$ cat config.mk
export PLATFORM = sky130hd
export DESIGN_NAME = mfp_top
export DESIGN_NICKNAME = d
export VERILOG_FILES = /design/src/mfp_pkg.sv /design/src/mfp_fifo.sv /design/src/mfp_timer.sv /design/src/mfp_irq_ctrl.sv /design/src/mfp_regs.sv /design/src/mfp_top.sv
export SDC_FILE = /design/constraint.sdc
export NUM_CORES = 1
export LEC_CHECK = 0
export ABC_AREA = 1
export BUFFER_PORTS_ARGS = -buffer_cell sky130_fd_sc_hd__buf_2
export CORE_MARGIN = 4
export CORE_UTILIZATION = 55
export DETAILED_ROUTE_END_ITERATION = 10
export GPL_TIMING_DRIVEN = 0
export PLACE_DENSITY = 0.73
export SLEW_MARGIN = 10
export SYNTH_ARGS = -nofsm -noshare
export SYNTH_HDL_FRONTEND = slang
export SYNTH_SLANG_ARGS = --single-unit
$ cat constraint.sdc
create_clock -name iack -period 5.2 [get_ports iack]
set_input_delay 1.04 -clock iack [delete_from_list [all_inputs] [get_ports iack]]
set_output_delay 1.04 -clock iack [all_outputs]
set_load 0.01 [all_outputs]
$ cat src/mfp_pkg.sv
/*
 * mfp shared definitions
 * register map, timer mode codes, prescaler divisors, serial FIFO size,
 * interrupt source numbering and the 16-bit interrupt register word
 */
`default_nettype none

package mfp_pkg;

	// cpu register map, 5-bit word address
	localparam logic [4:0] ADDR_GPIP = 5'h00;
	localparam logic [4:0] ADDR_AER  = 5'h01;
	localparam logic [4:0] ADDR_DDR  = 5'h02;
	localparam logic [4:0] ADDR_IERA = 5'h03;
	localparam logic [4:0] ADDR_IERB = 5'h04;
	localparam logic [4:0] ADDR_IPRA = 5'h05;
	localparam logic [4:0] ADDR_IPRB = 5'h06;
	localparam logic [4:0] ADDR_ISRA = 5'h07;
	localparam logic [4:0] ADDR_ISRB = 5'h08;
	localparam logic [4:0] ADDR_IMRA = 5'h09;
	localparam logic [4:0] ADDR_IMRB = 5'h0a;
	localparam logic [4:0] ADDR_VR   = 5'h0b;
	localparam logic [4:0] ADDR_TACR = 5'h0c;
	localparam logic [4:0] ADDR_TBCR = 5'h0d;
	localparam logic [4:0] ADDR_TADR = 5'h0f;
	localparam logic [4:0] ADDR_TBDR = 5'h10;
	localparam logic [4:0] ADDR_RSR  = 5'h15;
	localparam logic [4:0] ADDR_TSR  = 5'h16;
	localparam logic [4:0] ADDR_UDR  = 5'h17;

	// timer control field, codes 1..7 are delay mode
	localparam logic [3:0] TMODE_STOP  = 4'd0;
	localparam logic [3:0] TMODE_EVENT = 4'd8;

	// xclk ticks per count step, indexed by the delay code
	// entry 0 belongs to the stopped timer and is never selected
	localparam logic [7:0] PRESCALE_DIV [0:7] = '{
		8'd0, 8'd4, 8'd10, 8'd16, 8'd50, 8'd64, 8'd100, 8'd200
	};

	// serial fifo size
	localparam int FIFO_DEPTH = 4;
	localparam int FIFO_AW    = 2;

	// interrupt source bit numbers, 15 wins
	localparam int IRQ_GPIO7    = 15;
	localparam int IRQ_GPIO6    = 14;
	localparam int IRQ_TIMER_A  = 13;
	localparam int IRQ_RX_FULL  = 12;
	localparam int IRQ_RX_ERR   = 11;
	localparam int IRQ_TX_EMPTY = 10;
	localparam int IRQ_TX_ERR   = 9;
	localparam int IRQ_TIMER_B  = 8;
	localparam int IRQ_GPIO5    = 7;
	localparam int IRQ_GPIO4    = 6;
	localparam int IRQ_TIMER_C  = 5;
	localparam int IRQ_TIMER_D  = 4;
	// gpio 3..0 sit on source bits 3..0
	localparam int IRQ_GPIO_LO  = 0;

	// one interrupt register, seen whole or as bank a (high) and bank b (low)
	typedef union packed {
		logic [15:0] word;
		struct packed {
			logic [7:0] a;
			logic [7:0] b;
		} bank;
	} irq_word_u;

endpackage

`default_nettype wire

$ cat src/mfp_fifo.sv
/*
 * serial byte fifo
 * circular buffer with occupancy count
 * a push shows at the output one cycle later
 * overflow is dropped and an empty pop ignored
 */
`timescale 1ns/1ns
`default_nettype none

module mfp_fifo (
	input  wire       iack,
	input  wire       reset,
	input  wire       push_i,
	input  wire [7:0] push_data_i,
	input  wire       pop_i,
	output wire [7:0] pop_data_o,
	output wire       avail_o,
	output wire       full_o
);
	import mfp_pkg::*;

	logic [7:0]         mem [FIFO_DEPTH];
	logic [FIFO_AW-1:0] wr_ptr;
	logic [FIFO_AW-1:0] rd_ptr;
	logic [FIFO_AW:0]   count;
	logic               do_push;
	logic               do_pop;

	assign full_o  = (count == FIFO_DEPTH[FIFO_AW:0]);
	assign avail_o = (count != '0);
	// oldest entry always visible
	assign pop_data_o = mem[rd_ptr];

	assign do_push = push_i & ~full_o;
	assign do_pop  = pop_i & avail_o;

	// entry storage
	always_ff @(posedge iack) begin
		if (do_push)
			mem[wr_ptr] <= push_data_i;
	end

	always_ff @(posedge iack) begin
		if (reset) begin
			wr_ptr <= '0;
			rd_ptr <= '0;
			count  <= '0;
		end else begin
			if (do_push)
				wr_ptr <= wr_ptr + 1'b1;
			if (do_pop)
				rd_ptr <= rd_ptr + 1'b1;
			count <= count + {{FIFO_AW{1'b0}}, do_push} - {{FIFO_AW{1'b0}}, do_pop};
		end
	end

	// a byte lost to overflow is worth flagging
	a_no_overflow: assert property (@(posedge iack) disable iff (reset)
		!(push_i && full_o && !pop_i));

endmodule

`default_nettype wire

$ cat src/mfp_timer.sv
/*
 * mfp timer (a or b)
 * delay mode counts prescaled xclk ticks, event mode counts rising
 * edges of the event input; on expiry it reloads and pulses done
 */
`timescale 1ns/1ns
`default_nettype none

module mfp_timer (
	input  wire       iack,
	input  wire       reset,
	input  wire       ctrl_we_i,
	input  wire       dat_we_i,
	input  wire [7:0] din_i,
	input  wire       xclk_en_i,
	input  wire       event_i,
	output wire [3:0] ctrl_o,
	output wire [7:0] count_o,
	output logic      done_o
);
	import mfp_pkg::*;

	logic [3:0] ctrl_q;
	logic [7:0] reload_q;
	logic [7:0] count_q;
	logic [7:0] presc_q;
	logic       event_q;
	logic [7:0] div;
	logic       delay_mode;
	logic       event_mode;
	logic       presc_wrap;
	logic       tick;

	assign ctrl_o  = ctrl_q;
	assign count_o = count_q;

	// pulse width codes 9..15 are treated as stopped
	assign delay_mode = (ctrl_q != TMODE_STOP) && !ctrl_q[3];
	assign event_mode = (ctrl_q == TMODE_EVENT);

	assign div        = PRESCALE_DIV[ctrl_q[2:0]];
	assign presc_wrap = (presc_q == div - 8'd1);

	// one count step, either prescaler rollover or event rising edge
	assign tick = (delay_mode && xclk_en_i && presc_wrap) ||
		(event_mode && event_i && !event_q);

	always_ff @(posedge iack) begin
		if (reset) begin
			ctrl_q   <= TMODE_STOP;
			reload_q <= '0;
			count_q  <= '0;
			presc_q  <= '0;
			event_q  <= 1'b0;
			done_o   <= 1'b0;
		end else begin
			event_q <= event_i;
			done_o  <= 1'b0;

			// new mode restarts the prescaler
			if (ctrl_we_i) begin
				ctrl_q  <= din_i[3:0];
				presc_q <= '0;
			end else if (delay_mode && xclk_en_i) begin
				presc_q <= presc_wrap ? 8'd0 : presc_q + 8'd1;
			end

			// data write loads both reload value and counter
			if (dat_we_i) begin
				reload_q <= din_i;
				count_q  <= din_i;
			end else if (tick) begin
				if (count_q == 8'd1) begin
					count_q <= reload_q;
					done_o  <= 1'b1;
				end else begin
					// 0 wraps to 255, so reload 0 gives 256 steps
					count_q <= count_q - 8'd1;
				end
			end
		end
	end

	// prescaler of 4 or more and edge detect keep done a single pulse
	a_done_pulse: assert property (@(posedge iack) disable iff (reset)
		done_o |=> !done_o);

endmodule

`default_nettype wire

$ cat src/mfp_irq_ctrl.sv
/*
 * mfp interrupt controller
 * ier/ipr/isr/imr/vr registers, priority search over 16 sources,
 * irq request and vectored acknowledge with optional in-service set
 */
`timescale 1ns/1ns
`default_nettype none

module mfp_irq_ctrl (
	input  wire                iack,
	input  wire                reset,
	input  wire                reg_we_i,
	input  wire [4:0]          reg_addr_i,
	input  wire [7:0]          reg_din_i,
	input  wire                int_ack_i,
	input  wire [15:0]         src_i,
	output mfp_pkg::irq_word_u ier_o,
	output mfp_pkg::irq_word_u ipr_o,
	output mfp_pkg::irq_word_u isr_o,
	output mfp_pkg::irq_word_u imr_o,
	output wire [7:0]          vr_o,
	output wire [7:0]          vector_o,
	output wire                irq_o
);
	import mfp_pkg::*;

	irq_word_u   ier_q, ipr_q, isr_q, imr_q;
	irq_word_u   ier_n, ipr_n, isr_n, imr_n;
	logic [7:0]  vr_q, vr_n;
	logic [15:0] pend;
	logic [3:0]  pend_num;
	logic [3:0]  isr_num;
	logic        pend_any;
	logic        isr_any;

	// number of the highest set bit, 0 when none
	function automatic logic [3:0] top_bit(input logic [15:0] v);
		logic [3:0] n;
		n = 4'd0;
		for (int i = 0; i < 16; i++) begin
			if (v[i])
				n = 4'(i);
		end
		return n;
	endfunction

	assign pend     = ipr_q.word & imr_q.word;
	assign pend_any = |pend;
	assign isr_any  = |isr_q.word;
	assign pend_num = top_bit(pend);
	assign isr_num  = top_bit(isr_q.word);

	// only a source above the one in service may interrupt
	assign irq_o    = pend_any && (!isr_any || (pend_num > isr_num));
	assign vector_o = {vr_q[7:4], pend_num};

	assign ier_o = ier_q;
	assign ipr_o = ipr_q;
	assign isr_o = isr_q;
	assign imr_o = imr_q;
	assign vr_o  = vr_q;

	always_comb begin
		ier_n = ier_q;
		ipr_n = ipr_q;
		isr_n = isr_q;
		imr_n = imr_q;
		vr_n  = vr_q;

		// acknowledge moves the winner out of pending
		// and, in software eoi mode, into service
		if (int_ack_i && pend_any) begin
			ipr_n.word[pend_num] = 1'b0;
			if (vr_q[3])
				isr_n.word[pend_num] = 1'b1;
		end

		if (reg_we_i) begin
			case (reg_addr_i)
				// disabling a source also drops its pending bit
				ADDR_IERA: begin
					ier_n.bank.a = reg_din_i;
					ipr_n.bank.a = ipr_n.bank.a & reg_din_i;
				end
				ADDR_IERB: begin
					ier_n.bank.b = reg_din_i;
					ipr_n.bank.b = ipr_n.bank.b & reg_din_i;
				end
				// pending and in-service clear where a 0 is written
				ADDR_IPRA: ipr_n.bank.a = ipr_n.bank.a & reg_din_i;
				ADDR_IPRB: ipr_n.bank.b = ipr_n.bank.b & reg_din_i;
				ADDR_ISRA: isr_n.bank.a = isr_n.bank.a & reg_din_i;
				ADDR_ISRB: isr_n.bank.b = isr_n.bank.b & reg_din_i;
				ADDR_IMRA: imr_n.bank.a = reg_din_i;
				ADDR_IMRB: imr_n.bank.b = reg_din_i;
				ADDR_VR:   vr_n = reg_din_i;
				default: ;
			endcase
		end

		// new events latch through the updated enables
		ipr_n.word = ipr_n.word | (src_i & ier_n.word);
	end

	always_ff @(posedge iack) begin
		if (reset) begin
			ier_q <= '0;
			ipr_q <= '0;
			isr_q <= '0;
			imr_q <= '0;
			vr_q  <= '0;
		end else begin
			ier_q <= ier_n;
			ipr_q <= ipr_n;
			isr_q <= isr_n;
			imr_q <= imr_n;
			vr_q  <= vr_n;
		end
	end

	a_ipr_enabled: assert property (@(posedge iack) disable iff (reset)
		(ipr_q.word & ~ier_q.word) == 16'h0000);

endmodule

`default_nettype wire

$ cat src/mfp_regs.sv
/*
 * mfp cpu register front end
 * bus decode into write strobes, gpio registers and edge detect,
 * serial control bits and the read data / vector multiplexer
 */
`timescale 1ns/1ns
`default_nettype none

module mfp_regs (
	input  wire                iack,
	input  wire                reset,
	input  wire                sel_i,
	input  wire                ds_i,
	input  wire                rw_i,
	input  wire [4:0]          addr_i,
	input  wire [7:0]          din_i,
	input  wire                int_ack_i,
	input  wire [7:0]          gpio_i,
	input  wire [1:0]          t_i,
	input  mfp_pkg::irq_word_u ier_i,
	input  mfp_pkg::irq_word_u ipr_i,
	input  mfp_pkg::irq_word_u isr_i,
	input  mfp_pkg::irq_word_u imr_i,
	input  wire [7:0]          vr_i,
	input  wire [7:0]          vector_i,
	input  wire [3:0]          ta_ctrl_i,
	input  wire [7:0]          ta_count_i,
	input  wire [3:0]          tb_ctrl_i,
	input  wire [7:0]          tb_count_i,
	input  wire [7:0]          rx_data_i,
	input  wire                rx_avail_i,
	input  wire                tx_full_i,
	output logic [7:0]         dout_o,
	output wire                reg_we_o,
	output wire                ta_ctrl_we_o,
	output wire                ta_dat_we_o,
	output wire                tb_ctrl_we_o,
	output wire                tb_dat_we_o,
	output wire                tx_push_o,
	output wire                rx_pop_o,
	output wire                ta_event_o,
	output wire                tb_event_o,
	output wire [7:0]          gpio_src_o
);
	import mfp_pkg::*;

	logic [7:0] gpip_q, aer_q, ddr_q;
	logic [1:0] rx_ctrl_q;
	logic [3:0] tx_ctrl_q;
	logic       wr, rd;
	logic       rd_udr, rd_udr_q;
	logic [7:0] gpio_eff, lvl, lvl_q;

	assign wr = sel_i & ~ds_i & ~rw_i;
	assign rd = sel_i & ~ds_i & rw_i;

	// interrupt registers span iera..vr
	assign reg_we_o     = wr && (addr_i >= ADDR_IERA) && (addr_i <= ADDR_VR);
	assign ta_ctrl_we_o = wr && (addr_i == ADDR_TACR);
	assign tb_ctrl_we_o = wr && (addr_i == ADDR_TBCR);
	assign ta_dat_we_o  = wr && (addr_i == ADDR_TADR);
	assign tb_dat_we_o  = wr && (addr_i == ADDR_TBDR);
	assign tx_push_o    = wr && (addr_i == ADDR_UDR);

	// one pop per udr read cycle even if ds stays low for several clocks
	assign rd_udr   = rd && (addr_i == ADDR_UDR);
	assign rx_pop_o = rd_udr & ~rd_udr_q;

	// timer inputs take the aer polarity so aer 1 counts rising edges
	assign ta_event_o = t_i[0] ~^ aer_q[4];
	assign tb_event_o = t_i[1] ~^ aer_q[3];

	// gpio 4/3 interrupts follow the timer inputs in event mode
	always_comb begin
		gpio_eff = gpio_i;
		if (ta_ctrl_i == TMODE_EVENT)
			gpio_eff[4] = t_i[0];
		if (tb_ctrl_i == TMODE_EVENT)
			gpio_eff[3] = t_i[1];
	end

	assign lvl        = ~(gpio_eff ^ aer_q);
	assign gpio_src_o = lvl & ~lvl_q;

	// previous active levels for the gpio edge detect
	always_ff @(posedge iack) begin
		lvl_q <= lvl;
	end

	always_ff @(posedge iack) begin
		if (reset) begin
			gpip_q    <= '0;
			aer_q     <= '0;
			ddr_q     <= '0;
			rx_ctrl_q <= '0;
			tx_ctrl_q <= '0;
			rd_udr_q  <= 1'b0;
		end else begin
			rd_udr_q <= rd_udr;
			if (wr) begin
				case (addr_i)
					ADDR_GPIP: gpip_q    <= din_i;
					ADDR_AER:  aer_q     <= din_i;
					ADDR_DDR:  ddr_q     <= din_i;
					ADDR_RSR:  rx_ctrl_q <= din_i[1:0];
					ADDR_TSR:  tx_ctrl_q <= din_i[3:0];
					default: ;
				endcase
			end
		end
	end

	// register read wins over the acknowledge vector
	always_comb begin
		dout_o = 8'h00;
		if (rd) begin
			case (addr_i)
				// ddr 1 bits read back the output latch
				ADDR_GPIP: dout_o = (gpio_i & ~ddr_q) | (gpip_q & ddr_q);
				ADDR_AER:  dout_o = aer_q;
				ADDR_DDR:  dout_o = ddr_q;
				ADDR_IERA: dout_o = ier_i.bank.a;
				ADDR_IERB: dout_o = ier_i.bank.b;
				ADDR_IPRA: dout_o = ipr_i.bank.a;
				ADDR_IPRB: dout_o = ipr_i.bank.b;
				ADDR_ISRA: dout_o = isr_i.bank.a;
				ADDR_ISRB: dout_o = isr_i.bank.b;
				ADDR_IMRA: dout_o = imr_i.bank.a;
				ADDR_IMRB: dout_o = imr_i.bank.b;
				ADDR_VR:   dout_o = vr_i;
				ADDR_TACR: dout_o = {4'h0, ta_ctrl_i};
				ADDR_TBCR: dout_o = {4'h0, tb_ctrl_i};
				ADDR_TADR: dout_o = ta_count_i;
				ADDR_TBDR: dout_o = tb_count_i;
				ADDR_RSR:  dout_o = {rx_avail_i, 5'b00000, rx_ctrl_q};
				// buffer empty reported while the tx fifo has room
				ADDR_TSR:  dout_o = {~tx_full_i, 3'b000, tx_ctrl_q};
				ADDR_UDR:  dout_o = rx_data_i;
				default:   dout_o = 8'h00;
			endcase
		end else if (int_ack_i) begin
			dout_o = vector_i;
		end
	end

endmodule

`default_nettype wire

$ cat src/mfp_top.sv
/*
 * mfp top level
 * register front end, timers a and b, interrupt controller
 * and the two serial fifos
 */
`timescale 1ns/1ns
`default_nettype none

module mfp_top (
	input  wire       iack,
	input  wire       reset,
	input  wire       sel_i,
	input  wire       ds_i,
	input  wire       rw_i,
	input  wire [4:0] addr_i,
	input  wire [7:0] din_i,
	output wire [7:0] dout_o,
	output wire       irq_o,
	input  wire       int_ack_i,
	input  wire [7:0] gpio_i,
	input  wire [1:0] t_i,
	input  wire       xclk_en_i,
	output wire [7:0] ser_out_data_o,
	output wire       ser_out_avail_o,
	input  wire       ser_out_strobe_i,
	input  wire [7:0] ser_in_data_i,
	input  wire       ser_in_strobe_i,
	output wire       ser_in_full_o
);
	import mfp_pkg::*;

	irq_word_u   ier, ipr, isr, imr;
	wire [7:0]   vr, vector;
	wire         reg_we;
	wire         ta_ctrl_we, ta_dat_we, tb_ctrl_we, tb_dat_we;
	wire [3:0]   ta_ctrl, tb_ctrl;
	wire [7:0]   ta_count, tb_count;
	wire         ta_done, tb_done, ta_event, tb_event;
	wire         tx_push, tx_full, rx_pop, rx_avail;
	wire [7:0]   rx_data;
	wire [7:0]   gpio_src;
	wire [15:0]  src;

	// interrupt sources in priority order
	assign src[IRQ_GPIO7]    = gpio_src[7];
	assign src[IRQ_GPIO6]    = gpio_src[6];
	assign src[IRQ_TIMER_A]  = ta_done;
	assign src[IRQ_RX_FULL]  = rx_avail;
	assign src[IRQ_RX_ERR]   = 1'b0;
	assign src[IRQ_TX_EMPTY] = ~tx_full;
	assign src[IRQ_TX_ERR]   = 1'b0;
	assign src[IRQ_TIMER_B]  = tb_done;
	assign src[IRQ_GPIO5]    = gpio_src[5];
	assign src[IRQ_GPIO4]    = gpio_src[4];
	// timers c and d are not built
	assign src[IRQ_TIMER_C]  = 1'b0;
	assign src[IRQ_TIMER_D]  = 1'b0;
	assign src[IRQ_GPIO_LO +: 4] = gpio_src[3:0];

	mfp_regs u_regs (
		.iack(iack), .reset(reset), .sel_i(sel_i), .ds_i(ds_i), .rw_i(rw_i),
		.addr_i(addr_i), .din_i(din_i), .int_ack_i(int_ack_i), .gpio_i(gpio_i),
		.t_i(t_i), .ier_i(ier), .ipr_i(ipr), .isr_i(isr), .imr_i(imr), .vr_i(vr),
		.vector_i(vector), .ta_ctrl_i(ta_ctrl), .ta_count_i(ta_count),
		.tb_ctrl_i(tb_ctrl), .tb_count_i(tb_count), .rx_data_i(rx_data),
		.rx_avail_i(rx_avail), .tx_full_i(tx_full), .dout_o(dout_o),
		.reg_we_o(reg_we), .ta_ctrl_we_o(ta_ctrl_we), .ta_dat_we_o(ta_dat_we),
		.tb_ctrl_we_o(tb_ctrl_we), .tb_dat_we_o(tb_dat_we), .tx_push_o(tx_push),
		.rx_pop_o(rx_pop), .ta_event_o(ta_event), .tb_event_o(tb_event),
		.gpio_src_o(gpio_src)
	);

	mfp_irq_ctrl u_irq_ctrl (
		.iack(iack), .reset(reset), .reg_we_i(reg_we), .reg_addr_i(addr_i),
		.reg_din_i(din_i), .int_ack_i(int_ack_i), .src_i(src), .ier_o(ier),
		.ipr_o(ipr), .isr_o(isr), .imr_o(imr), .vr_o(vr), .vector_o(vector),
		.irq_o(irq_o)
	);

	mfp_timer u_timer_a (
		.iack(iack), .reset(reset), .ctrl_we_i(ta_ctrl_we), .dat_we_i(ta_dat_we),
		.din_i(din_i), .xclk_en_i(xclk_en_i), .event_i(ta_event),
		.ctrl_o(ta_ctrl), .count_o(ta_count), .done_o(ta_done)
	);

	mfp_timer u_timer_b (
		.iack(iack), .reset(reset), .ctrl_we_i(tb_ctrl_we), .dat_we_i(tb_dat_we),
		.din_i(din_i), .xclk_en_i(xclk_en_i), .event_i(tb_event),
		.ctrl_o(tb_ctrl), .count_o(tb_count), .done_o(tb_done)
	);

	// cpu fills, outside controller drains by strobe
	mfp_fifo u_tx_fifo (
		.iack(iack), .reset(reset), .push_i(tx_push), .push_data_i(din_i),
		.pop_i(ser_out_strobe_i), .pop_data_o(ser_out_data_o),
		.avail_o(ser_out_avail_o), .full_o(tx_full)
	);

	// outside controller fills, cpu drains through udr reads
	mfp_fifo u_rx_fifo (
		.iack(iack), .reset(reset), .push_i(ser_in_strobe_i),
		.push_data_i(ser_in_data_i), .pop_i(rx_pop), .pop_data_o(rx_data),
		.avail_o(rx_avail), .full_o(ser_in_full_o)
	);

endmodule

`default_nettype wire

# Yosys cells after proc, flatten, opt, wreduce, memory -nomap -nowiden
# Memory sizes are Yosys's and may differ from the RTL's. A register that Yosys moved wholly into a read port is not among the register bits.
# Index checks and enable logic that the tools add are counted.
# W data, S select, Z words.
[classes]
add_sub_neg = 14
n_lt_le_gt_ge = 7
n_eq_ne = 26
muxes = 71
bitwise_logic = 37
reduce_logical = 52
[op_table]
columns = ["op", "n"]
rows = [
  ["$mux W8", 20],
  ["$pmux W8 S19", 1],
  ["$mux W16", 6],
  ["$mux W4", 16],
  ["$and A8 B8 Y8", 7],
  ["$and A16 B16 Y16", 3],
  ["$eq A5 B4 Y1 const B", 7],
  ["$or A16 B16 Y16", 2],
  ["$reduce_or A16 Y1", 2],
  ["$sub A8 B1 Y8 const B", 4],
  ["$mux W3", 8],
  ["$not A8 Y8", 3],
  ["$logic_and A1 B1 Y1", 21],
  ["$eq A5 B3 Y1 const B", 4],
  ["$eq A5 B5 Y1 const B", 4],
  ["$add A8 B1 Y8 const B", 2],
  ["$eq A8 B1 Y1 const B", 2],
  ["$eq A8 B8 Y1", 2],
  ["$mux W2", 8],
  ["$not A16 Y16", 1],
  ["$reduce_and A2 Y1", 8],
  ["$mux W1", 11],
  ["$eq A5 B2 Y1 const B", 2],
  ["$add A2 B1 Y2 const B", 4],
  ["26 further kinds", 59],
]
[word_totals]
reg_bits = 185
ramBits = 64
rom_bits = 128
inputBits = 40
out_inout_bits = 19
wordCells = 242
mem_count = 4
[mem_list]
columns = ["memory", "words", "word_bits", "read_ports", "rd_clocked_by_memory_dff", "wr", "line_no", "text"]
rows = [
  ["(name not given)", 8, 8, 1, 0, 0, "mfp_timer.sv:41", "assign div = PRESCALE_DIV[ctrl_q[2:0]];"],
  ["(name not given)", 8, 8, 1, 0, 0, "mfp_timer.sv:41", ""],
  ["u_rx_fifo.mem", 4, 8, 1, 1, 1, "mfp_fifo.sv:22", "logic [7:0] mem [FIFO_DEPTH];"],
  ["u_tx_fifo.mem", 4, 8, 1, 1, 1, "mfp_fifo.sv:22", ""],
]

# Longest topological paths before layout
# Gate-level depths: netlist (run 1).
[depth]
depth_word = 27
mapped_depth = 24
ltp_nobuf = 24

# Hierarchy
# Synthesis (run 1) repeated with hierarchy kept, for this count alone.
[unflattened]
hier_cells = 1859
area_unflattened_um2 = 13508.0
[by_module_without_submodules]
columns = ["mod", "instances", "cells_per_inst", "area_per_inst_um2", "seq_area_each_um2"]
rows = [
  ["mfp_irq_ctrl", 1, 499, 3614.7, 1441.4],
  ["mfp_timer", 2, 256, 1736.7, 600.6],
  ["mfp_fifo", 2, 142, 1680.4, 1141.1],
  ["mfp_regs", 1, 562, 3051.7, 780.7],
  ["mfp_top", 1, 2, 7.5, 0.0],
]

# Worst setup path before layout (run 1)
# No wires, ideal clock.
[synth_path]
kind = "input -> output"
start = "input port addr_i[3]"
end = "output port dout_o[7]"
arrival_time_ns = 2.259
t_required_ns = 4.160
path_slack_ns = 1.901
path_stages = 12
path_buffers = 1
path_cell_list = "inv_1 -> nand2_1 -> nor2_1 -> inv_1 -> nor2_1 -> inv_1 -> buf_2 -> o22ai_1 -> a221oi_1 -> nand4_1 -> nand2_1 -> o21ai_0"
[synth_via]
elab_chain_cells = 3
word_cells_on_any_way = 21
classes_between = "eq/ne (18); mux (2); reduce/logical (1)"
[synth_lines]
columns = ["element", "line_no", "text"]
rows = [
  ["from (decl)", "mfp_top.sv:15", "input wire [4:0] addr_i,"],
  ["$eq A5 B5 Y1, or another cell as far along", "mfp_regs.sv:117", "case (addr_i)"],
  ["$pmux W8 S19 (*)", "mfp_regs.sv:117", ""],
  ["$mux W8 (*)", "mfp_regs.sv:116", "if (rd) begin"],
  ["to (decl)", "mfp_top.sv:17", "output wire [7:0] dout_o,"],
]
# Every way passes the cells marked *; elsewhere a longest branch is shown, timed or not.

# Final worst setup path (run 1)
[layout_path]
start = "input port addr_i[0]"
end = "output port dout_o[7]"
# The elaborated chain is that of the path after synthesis.

==> results of run 1 <==
-- state kept, by name, indices dropped and copies added, names as in the netlist, 4 cells and up, named ones only --
name / flops
u_tx_fifo.mem: 32
u_irq_ctrl.imr_o: 16
u_regs.aer_q: 8
u_timer_a.presc_q: 8
u_timer_b.presc_q: 8
u_irq_ctrl.ipr_o: 16
u_timer_b.ctrl_o: 4
u_irq_ctrl.ier_o: 16
u_timer_b.reload_q: 8
u_regs.ddr_q: 8
u_timer_b.count_o: 8
u_irq_ctrl.isr_o: 16
u_regs.gpip_q: 8
u_irq_ctrl.vr_o: 8
u_rx_fifo.mem: 32
u_timer_a.reload_q: 8
u_regs.tx_ctrl_q: 4
u_timer_a.ctrl_o: 4
u_timer_a.count_o: 8
u_regs.lvl_q: 8
-- power groups by stage --
stage	Sequential, mW	Combinational, mW	Clock [mW]
3_5_place_dp	2.16	0.415	0
5_1_grt	2.12	0.468	2.13
2_1_floorplan	2.14	0.256	0
6_report	2.11	0.423	2.04
4_1_cts	2.11	0.420	2.03
3_3_place_gp	2.15	0.403	0
-- cell families after synthesis --
| kind of cell | after synthesis | synth area share, % |
|---|---|---|
| xor+xnor | 37 | 2.67 |
| flops | 253 | 47.0 |
| fa+ha+maj | 26 | 2.80 |
| mux | 3 | 0.247 |
| simple gates | 502 | 18.8 |
| buf+inv | 237 | 7.67 |
| compound gates | 439 | 20.8 |
-- layout make-up --
cell class	count	area (sq um)	area share [%]
Inverter	196	736	5.35
Antenna cell	1	2.50	0.0182
Sequential cell	253	5710	41.5
Multi-Input combinational cell	1007	5520	40.1
Timing Repair Buffer	58	290	2.11
Clock buffer	44	857	6.23
Buffer	41	196	1.43
Tap cell	280	350	2.55
Clock inverter	8	90.1	0.655
-- cell usage in the layout, fill, tap and decap left out, drive strengths merged, types with 16 or more instances in the layout --
cell type / n
nand2: 231
buf: 76
clkbuf: 67
edfxtp: 64
o21ai: 169
inv: 195
nor3: 27
a221oi: 30
nor2: 168
xor2: 27
a21oi: 144
o22ai: 29
nand3: 34
dfxtp: 189
ha: 24
nand4: 18
a31oi: 16
-- routing by layer --
layer	vias up	routed length [microns]
li1	5331	-
met1	5175	15500
met2	560	16500
met3	133	3780
met4	2	1870
met5	-	13
-- how the worst max path moves through the flow --
stage | from | to | slack [ps] | cells past startpoint
6_report | addr_i[0] | dout_o[7] | 380 | 10
3_3_place_gp | addr_i[0] | dout_o[7] | 580 | 10
2_1_floorplan | addr_i[3] | dout_o[7] | 1900 | 12
5_1_grt | addr_i[0] | dout_o[7] | 340 | 10
3_5_place_dp | addr_i[0] | dout_o[7] | 540 | 10
4_1_cts | addr_i[0] | dout_o[7] | 480 | 10
-- worst min-delay path, stage by stage (launching register included) --
cell and delay (ps):
sky130_fd_sc_hd__dfxtp_1 310, sky130_fd_sc_hd__nand2_1 50, sky130_fd_sc_hd__o21ai_1 60
==> metrics.txt, run 1 <==
# TYPE chip_impl_metric gauge
chip_impl_metric{name="synth-seq-area-share",unit="%"} 47.0
chip_impl_metric{name="grt_pass1_vias",unit=""} 10400
chip_impl_metric{name="switching_share",unit="%"} 24.9
chip_impl_info{name="critPathKind",value="in -> out"} 1
chip_impl_info{name="rsz0062_at_grt",value="false"} 1
chip_impl_info{name="run_status",value="finished clean"} 1
chip_impl_metric{name="post_synth_inst_count",unit=""} 1497
chip_impl_info{name="slowest_stage",value="sky130_fd_sc_hd__a2111oi_0"} 1
chip_impl_metric{name="worstPathRequired",unit="ps"} 4160
chip_impl_metric{name="drt-total-wl",unit="mm"} 37.6
chip_impl_metric{name="gr-usage-all-layers",unit="%"} 30.3
chip_impl_metric{name="worstHoldPathCells",unit=""} 2
chip_impl_metric{name="drt_first_pass_iters",unit=""} 6
chip_impl_info{name="worst_setup_path_end_kind",value="output port"} 1
chip_impl_metric{name="gp_congestion",unit=""} 1.09
chip_impl_metric{name="post-route-worst-setup-slack",unit="ps"} 380
chip_impl_metric{name="final_layout_size_suffix_gt1_share",unit="%"} 11.1
chip_impl_info{name="timing.hold.worst.class",value="reg -> reg"} 1
chip_impl_metric{name="cts.sink_count",unit=""} 253
chip_impl_metric{name="grt_remaining_overflow",unit=""} 0
chip_impl_info{name="worstReg2RegStart",value="u_timer_b.ctrl_o[1]$_SDFFE_PP0P_"} 1
chip_impl_metric{name="critical-path-max-stage-delay",unit="ps"} 880
chip_impl_info{name="worst_hold_path.endpoint",value="u_irq_ctrl.ipr_o[13]$_SDFF_PP0_"} 1
chip_impl_metric{name="finalHoldViolCount",unit=""} 0
chip_impl_info{name="critical_path.cell_chain",value="buf_2, nand2_1, nor2_1, inv_1, a221oi_1, a2111oi_0, nand4_1, nand2_1, o21ai_0, buf_2"} 1
chip_impl_metric{name="synth_area",unit="sq um"} 12200
chip_impl_metric{name="gr-usage-met2",unit="%"} 46.6
chip_impl_info{name="r2r_end",value="u_timer_b.count_o[7]$_SDFFE_PP0P_"} 1
chip_impl_metric{name="worst_ir_drop_vdd",unit="mV"} 0.326
chip_impl_metric{name="worst-slew-pin-transition",unit="ps"} 1100
chip_impl_metric{name="period_needed",unit="ps"} 4820
chip_impl_metric{name="achievable_frequency",unit="MHz"} 207
chip_impl_metric{name="wire_per_inst",unit="microns"} 19.9
chip_impl_info{name="post_synth_most_frequent_cells",value="sky130_fd_sc_hd__nand2_1 (224), sky130_fd_sc_hd__dfxtp_1 (189), sky130_fd_sc_hd__inv_1 (179)"} 1
chip_impl_metric{name="leakage",unit="nW"} 5.37
chip_impl_metric{name="synth.distinct_cells",unit=""} 55
chip_impl_info{name="element_type_at_the_critical_path_start",value="input port"} 1
chip_impl_metric{name="fill_cell_count",unit=""} 1910
chip_impl_metric{name="timing.hold.ws",unit="ps"} 458
chip_impl_info{name="dominantRegCellSynth",value="sky130_fd_sc_hd__dfxtp_1"} 1
chip_impl_metric{name="post_dp_cell_area",unit="sq um"} 12800
chip_impl_metric{name="critical_path.max_fanout",unit=""} 6
chip_impl_metric{name="total_setup_buffers_inserted_after_cts",unit=""} 0
chip_impl_metric{name="regToRegSetupSlack",unit="ps"} 2520
chip_impl_metric{name="total_power_consumption",unit="mW"} 4.57
chip_impl_metric{name="routed_via_density",unit=""} 5.93
chip_impl_metric{name="worst-r2r-cell-count",unit=""} 14
chip_impl_metric{name="grt_antenna_before_repair",unit=""} 1
chip_impl_metric{name="finalSetupViolations",unit=""} 0
chip_impl_metric{name="post-place-cells",unit=""} 1835
chip_impl_metric{name="h-tree-depth",unit=""} 1
chip_impl_info{name="tritoncts_clock_tree",value="yes"} 1
chip_impl_info{name="min_from",value="u_timer_a.done_o$_SDFF_PP0_"} 1
chip_impl_metric{name="synth-seq-cells",unit=""} 253
chip_impl_metric{name="fin_skew",unit="ps"} 10.3
chip_impl_metric{name="areaGrowthSynthToFinish",unit="%"} 13.1
chip_impl_metric{name="cell_internal_pwr",unit="mW"} 3.43
chip_impl_metric{name="report.final.slew_viol_count",unit=""} 0
chip_impl_metric{name="grt_pass1_wl",unit="mm"} 58.1
chip_impl_info{name="grt.busiest_layer",value="met2"} 1
chip_impl_metric{name="drt_drc_violations_left",unit=""} 0
chip_impl_metric{name="detail-route-antenna-nets",unit=""} 0
chip_impl_metric{name="num_vias",unit=""} 11200
chip_impl_metric{name="core.rowCount",unit=""} 54
chip_impl_metric{name="maximum_number_of_pins_on_one_net_before_global_route_repair",unit=""} 14
chip_impl_metric{name="final_cell_count_no_fill",unit=""} 1888
chip_impl_metric{name="post_synth_arst_share",unit="%"} 0
chip_impl_metric{name="synth_enable_flop_cells",unit=""} 64
chip_impl_metric{name="finalCritPeriodShare",unit="%"} 92.7
chip_impl_metric{name="drv_cap",unit=""} 0
chip_impl_metric{name="core-area",unit="sq um"} 21800
chip_impl_metric{name="clock_insertion_delay_worst_skew",unit="ps"} 540
chip_impl_metric{name="io_count",unit=""} 59
chip_impl_metric{name="synthesis.yosys.warnings",unit=""} 0
chip_impl_info{name="most_frequent_cell_after_synthesis",value="sky130_fd_sc_hd__nand2_1"} 1
chip_impl_metric{name="comb_power_share",unit="%"} 9.3
chip_impl_metric{name="detailedPlace.worstSlack",unit="ps"} 537
chip_impl_info{name="synth_top_area_cell",value="sky130_fd_sc_hd__dfxtp_1"} 1
chip_impl_metric{name="switchingPower",unit="mW"} 1.14
chip_impl_metric{name="postCtsResizedCells",unit=""} 0
chip_impl_metric{name="numCtsBuffers",unit=""} 29
chip_impl_metric{name="hpwlAfterDp",unit="mm"} 27.7
chip_impl_metric{name="fp.dieW",unit="microns"} 157
chip_impl_metric{name="yosys.area.top_type_share",unit="%"} 31.1
chip_impl_metric{name="power.density",unit="nW/um^2"} 333
chip_impl_info{name="synthTopCellsByArea",value="sky130_fd_sc_hd__dfxtp_1 (31%), sky130_fd_sc_hd__edfxtp_1 (16%), sky130_fd_sc_hd__nand2_1 (6.9%)"} 1
chip_impl_metric{name="final_design_area_no_fill",unit="sq um"} 13700
chip_impl_metric{name="syn_nets",unit=""} 1563
chip_impl_metric{name="timing.critical_path.arrival",unit="ps"} 3780
chip_impl_metric{name="grt.met1_usage",unit="%"} 41.4
chip_impl_metric{name="floorplan.die_area",unit="sq um"} 24500
chip_impl_info{name="worst_path_dominant_cell_family",value="compound AO/OA/AOI/OAI gates"} 1
chip_impl_metric{name="initial_core_util",unit="%"} 55.9
chip_impl_metric{name="timing.slew.headroom",unit="%"} 24.9
chip_impl_metric{name="grtUsageMet3",unit="%"} 7.38
chip_impl_metric{name="utilization_of_the_core_after_routing",unit="%"} 63.2
chip_impl_metric{name="proportion_of_power_drawn_by_the_clock_network",unit="%"} 44.5
chip_impl_metric{name="power.share.sequential",unit="%"} 46.2
chip_impl_metric{name="drt_iter0_drc",unit=""} 1557
chip_impl_metric{name="chip_height",unit="microns"} 157
chip_impl_metric{name="num-nets-final",unit=""} 1652
chip_impl_metric{name="place.port_buffers",unit=""} 58
chip_impl_metric{name="clock_path_buffers",unit=""} 3
chip_impl_metric{name="post_cts_hold_buffer_count",unit=""} 0
chip_impl_metric{name="fin_tns_setup",unit="ps"} 0
chip_impl_metric{name="clk_pin_slew",unit="ps"} 60
chip_impl_info{name="clock_tree_root",value="sky130_fd_sc_hd__clkbuf_16"} 1
chip_impl_metric{name="worstPathBufferInverterCount",unit=""} 3
chip_impl_metric{name="syn_area_per_cell",unit="sq um"} 8.12
(Power assumes the default switching activity.)
==> run 2, diff against run 1 <==
ABC_AREA = default   (was 1)
clock period = 4.6 ns   (was 5.2 ns; I/O delays follow)
==> metrics.txt, run 2 <==
# TYPE chip_impl_metric gauge
chip_impl_info{name="run_status",value="finished clean"} 1
chip_impl_metric{name="utilization_of_the_core_after_routing",unit="%"} 62.9
chip_impl_metric{name="post_synth_inst_count",unit=""} 1374
chip_impl_metric{name="timing.slew.headroom",unit="%"} 30.5
chip_impl_metric{name="worstPathRequired",unit="ps"} 3680
chip_impl_metric{name="cts.sink_count",unit=""} 253
chip_impl_metric{name="chip_height",unit="microns"} 160
chip_impl_metric{name="grt_pass1_vias",unit=""} 10700
chip_impl_info{name="tritoncts_clock_tree",value="yes"} 1
chip_impl_metric{name="finalCritPeriodShare",unit="%"} 99.0
chip_impl_metric{name="worstPathBufferInverterCount",unit=""} 3
chip_impl_metric{name="areaGrowthSynthToFinish",unit="%"} 12.5
chip_impl_metric{name="fp.dieW",unit="microns"} 160
chip_impl_metric{name="proportion_of_power_drawn_by_the_clock_network",unit="%"} 43.7
chip_impl_metric{name="grt_pass1_wl",unit="mm"} 64.2
chip_impl_metric{name="syn_nets",unit=""} 1440
chip_impl_metric{name="hpwlAfterDp",unit="mm"} 32.0
chip_impl_metric{name="drt_iter0_drc",unit=""} 1351
chip_impl_info{name="final_cell_mix",value="sky130_fd_sc_hd__dfxtp_1 (189), sky130_fd_sc_hd__nand2_1 (167), sky130_fd_sc_hd__nor2_1 (145), sky130_fd_sc_hd__a21oi_1 (100), sky130_fd_sc_hd__buf_2 (70)"} 1
chip_impl_metric{name="drt_first_pass_iters",unit=""} 6
chip_impl_info{name="worst_path_dominant_cell_family",value="compound AO/OA/AOI/OAI gates"} 1
chip_impl_metric{name="clock_insertion_delay_worst_skew",unit="ps"} 560
chip_impl_metric{name="synthesis.yosys.warnings",unit=""} 0
chip_impl_info{name="synthTopCellsByArea",value="sky130_fd_sc_hd__dfxtp_1 (30%), sky130_fd_sc_hd__edfxtp_1 (15%), sky130_fd_sc_hd__nand2_1 (5.0%)"} 1
chip_impl_metric{name="num_vias",unit=""} 11300
chip_impl_metric{name="post_cts_hold_buffer_count",unit=""} 0
chip_impl_metric{name="numCtsBuffers",unit=""} 27
chip_impl_info{name="layout_commonest_cell",value="sky130_fd_sc_hd__dfxtp_1"} 1
chip_impl_info{name="clock_tree_root",value="sky130_fd_sc_hd__clkbuf_16"} 1
chip_impl_metric{name="grt_antenna_before_repair",unit=""} 0
chip_impl_info{name="slowest_stage",value="sky130_fd_sc_hd__a2111oi_1"} 1
chip_impl_metric{name="initial_core_util",unit="%"} 55.9
chip_impl_metric{name="synth.distinct_cells",unit=""} 84
chip_impl_metric{name="maximum_number_of_pins_on_one_net_before_global_route_repair",unit=""} 15
chip_impl_metric{name="period_needed",unit="ps"} 4550
chip_impl_metric{name="synth_enable_flop_cells",unit=""} 64
chip_impl_metric{name="cell_internal_pwr",unit="mW"} 3.92
chip_impl_metric{name="report.final.slew_viol_count",unit=""} 0
chip_impl_metric{name="clock_path_buffers",unit=""} 3
chip_impl_metric{name="fill_cell_count",unit=""} 1906
chip_impl_metric{name="total_setup_buffers_inserted_after_cts",unit=""} 0
chip_impl_metric{name="core-area",unit="sq um"} 22600
chip_impl_metric{name="drt_drc_violations_left",unit=""} 0
chip_impl_metric{name="final_design_area_no_fill",unit="sq um"} 14200
chip_impl_metric{name="post_synth_arst_share",unit="%"} 0
chip_impl_metric{name="finalHoldViolCount",unit=""} 0
chip_impl_metric{name="achievable_frequency",unit="MHz"} 220
chip_impl_metric{name="post_dp_cell_area",unit="sq um"} 13300
chip_impl_metric{name="drv_cap",unit=""} 0
chip_impl_metric{name="fin_skew",unit="ps"} 25.4
chip_impl_metric{name="leakage",unit="nW"} 5.07
chip_impl_info{name="critical_path.cell_chain",value="buf_2, nand2_1, clkbuf_1, nor2_1, a221oi_1, nand3_1, a2111oi_1, o2bb2ai_1, buf_2"} 1
chip_impl_metric{name="power.share.sequential",unit="%"} 46.1
chip_impl_metric{name="yosys.area.top_type_share",unit="%"} 29.9
chip_impl_info{name="min_from",value="u_regs.lvl_q[4]$_DFF_P_"} 1
chip_impl_metric{name="io_count",unit=""} 59
chip_impl_metric{name="num-nets-final",unit=""} 1525
chip_impl_info{name="element_type_at_the_critical_path_start",value="input port"} 1
chip_impl_metric{name="worst_ir_drop_vdd",unit="mV"} 0.394
chip_impl_metric{name="final_cell_count_no_fill",unit=""} 1764
chip_impl_info{name="critical-path-top-cell-by-count",value="sky130_fd_sc_hd__buf_2"} 1
chip_impl_metric{name="critical_path.max_fanout",unit=""} 10
chip_impl_metric{name="worst-slew-pin-transition",unit="ps"} 1040
chip_impl_metric{name="gp_congestion",unit=""} 1.06
chip_impl_info{name="timing.hold.worst.class",value="reg -> reg"} 1
chip_impl_metric{name="gr-usage-all-layers",unit="%"} 32.6
chip_impl_metric{name="synth_area",unit="sq um"} 12600
chip_impl_metric{name="drt-total-wl",unit="mm"} 42.6
chip_impl_info{name="worstReg2RegStart",value="u_timer_a.ctrl_o[2]$_SDFFE_PP0P_"} 1
chip_impl_metric{name="detail-route-antenna-nets",unit=""} 0
chip_impl_info{name="critPathKind",value="in -> out"} 1
chip_impl_info{name="rsz0062_at_grt",value="false"} 1
chip_impl_info{name="worst_setup_path_end_kind",value="output port"} 1
chip_impl_metric{name="clk_pin_slew",unit="ps"} 60
chip_impl_info{name="dominantRegCellSynth",value="sky130_fd_sc_hd__dfxtp_1"} 1
chip_impl_info{name="most_frequent_cell_after_synthesis",value="sky130_fd_sc_hd__dfxtp_1"} 1
chip_impl_metric{name="antenna_cells",unit=""} 0
chip_impl_metric{name="synth-seq-cells",unit=""} 253
chip_impl_metric{name="core.rowCount",unit=""} 55
chip_impl_metric{name="final_layout_size_suffix_gt1_share",unit="%"} 12.4
chip_impl_metric{name="switchingPower",unit="mW"} 1.27
chip_impl_metric{name="floorplan.die_area",unit="sq um"} 25500
chip_impl_metric{name="syn_area_per_cell",unit="sq um"} 9.21
chip_impl_metric{name="comb_power_share",unit="%"} 10.2
chip_impl_metric{name="h-tree-depth",unit=""} 1
chip_impl_metric{name="critical-path-max-stage-delay",unit="ps"} 740
chip_impl_metric{name="timing.hold.ws",unit="ps"} 427
chip_impl_metric{name="finalSetupViolations",unit=""} 0
chip_impl_metric{name="wire_per_inst",unit="microns"} 24.1
chip_impl_info{name="post_synth_most_frequent_cells",value="sky130_fd_sc_hd__dfxtp_1 (189), sky130_fd_sc_hd__nand2_1 (167), sky130_fd_sc_hd__nor2_1 (147)"} 1
chip_impl_metric{name="post-place-cells",unit=""} 1715
chip_impl_metric{name="synth-seq-area-share",unit="%"} 45.1
chip_impl_info{name="synth_top_area_cell",value="sky130_fd_sc_hd__dfxtp_1"} 1
chip_impl_metric{name="place.port_buffers",unit=""} 56
chip_impl_metric{name="routed_via_density",unit=""} 6.43
chip_impl_info{name="layout_top_registers",value="u_rx_fifo.mem: 32 flops, u_tx_fifo.mem: 32 flops"} 1
chip_impl_metric{name="timing.critical_path.arrival",unit="ps"} 3630
chip_impl_info{name="setup.worst_path.start",value="addr_i[0]"} 1
chip_impl_metric{name="power.density",unit="nW/um^2"} 364
chip_impl_metric{name="grt_remaining_overflow",unit=""} 0
chip_impl_metric{name="switching_share",unit="%"} 24.5
[run 2: cell count changes after synthesis, sizes merged, moves of 20 or more]
cell | previous run | this run
o22ai | 29 | 5
and2 | 0 | 22
a22oi | 7 | 29
inv | 195 | 41
a21oi | 144 | 101
nand2 | 231 | 167
o21ai | 169 | 42
clkbuf | 23 | 55
mux2i | 3 | 49
nor2 | 168 | 147
a221oi | 30 | 10
nor3 | 27 | 48
[run 2: metrics by stage]
step | power, mW | setup WS [ps] | TNS (ps)
global placement | 2.94 | -137 | -137
finish | 5.19 | 47.1 | 0
global route | 5.35 | 11.1 | 0
detailed placement | 2.96 | -55.9 | -55.9
floorplan | 2.77 | 1030 | 0
CTS | 5.20 | 52.5 | 0
[run 2: timing repair]
| action | 4_1_cts | 5_1_grt |
|---|---|---|
| endpoints found under the setup margin | 1 | 3 |
| pin swaps | 0 | 1 |
| gates cloned | 0 | 0 |
| gates resized for setup | 1 | 3 |
[run 2: worst paths after layout]
check | endpoint | slack (ps) | cells after the start
max | dout_o[3] | 50 | 9
min | u_irq_ctrl.ipr_o[6]$_SDFF_PP0_ | 430 | 1
max reg2reg | u_timer_a.count_o[1]$_SDFFE_PP0P_ | 1450 | 12
min reg2reg | u_irq_ctrl.ipr_o[6]$_SDFF_PP0_ | 430 | 1
[run 2: final cells by class]
class / count / area (sq um) / area share [%]
repair buffers: 56 / 280 / 1.97
inverters: 41 / 154 / 1.08
clock inverters: 12 / 148 / 1.04
well taps: 285 / 357 / 2.51
flip-flops and latches: 253 / 5710 / 40.1
plain buffers: 81 / 338 / 2.37
multi-input cells: 999 / 6460 / 45.4
clock buffers: 37 / 788 / 5.54
[run 2: logic make-up after synthesis]
family / Yosys count / share of synthesized area, %
DFF: 253 / 45.1
AOI/OAI and AO/OA: 312 / 17.1
xor gates and xnor gates: 51 / 3.59
and+or+nand+nor: 537 / 20.2
muxes: 73 / 7.44
adders and majority gates: 26 / 2.69
buffers and inverters: 122 / 3.88
[run 2: power groups by stage]
stage | clock [mW] | sequential, mW | combinational [mW]
after global placement | 0 | 2.43 | 0.509
final | 2.27 | 2.39 | 0.528
after detailed placement | 0 | 2.44 | 0.519
after CTS | 2.28 | 2.39 | 0.522
after floorplan | 0 | 2.43 | 0.339
after global routing | 2.37 | 2.40 | 0.579
[run 2: metal layers]
layer | track usage, % | routed length [microns] | up-vias
li1 | - | - | 5161
met1 | 42.5 | 16600 | 5366
met2 | 52.2 | 19200 | 658
met3 | 5.21 | 4100 | 154
met4 | 17.4 | 2750 | 0
met5 | 0 | 0 | -
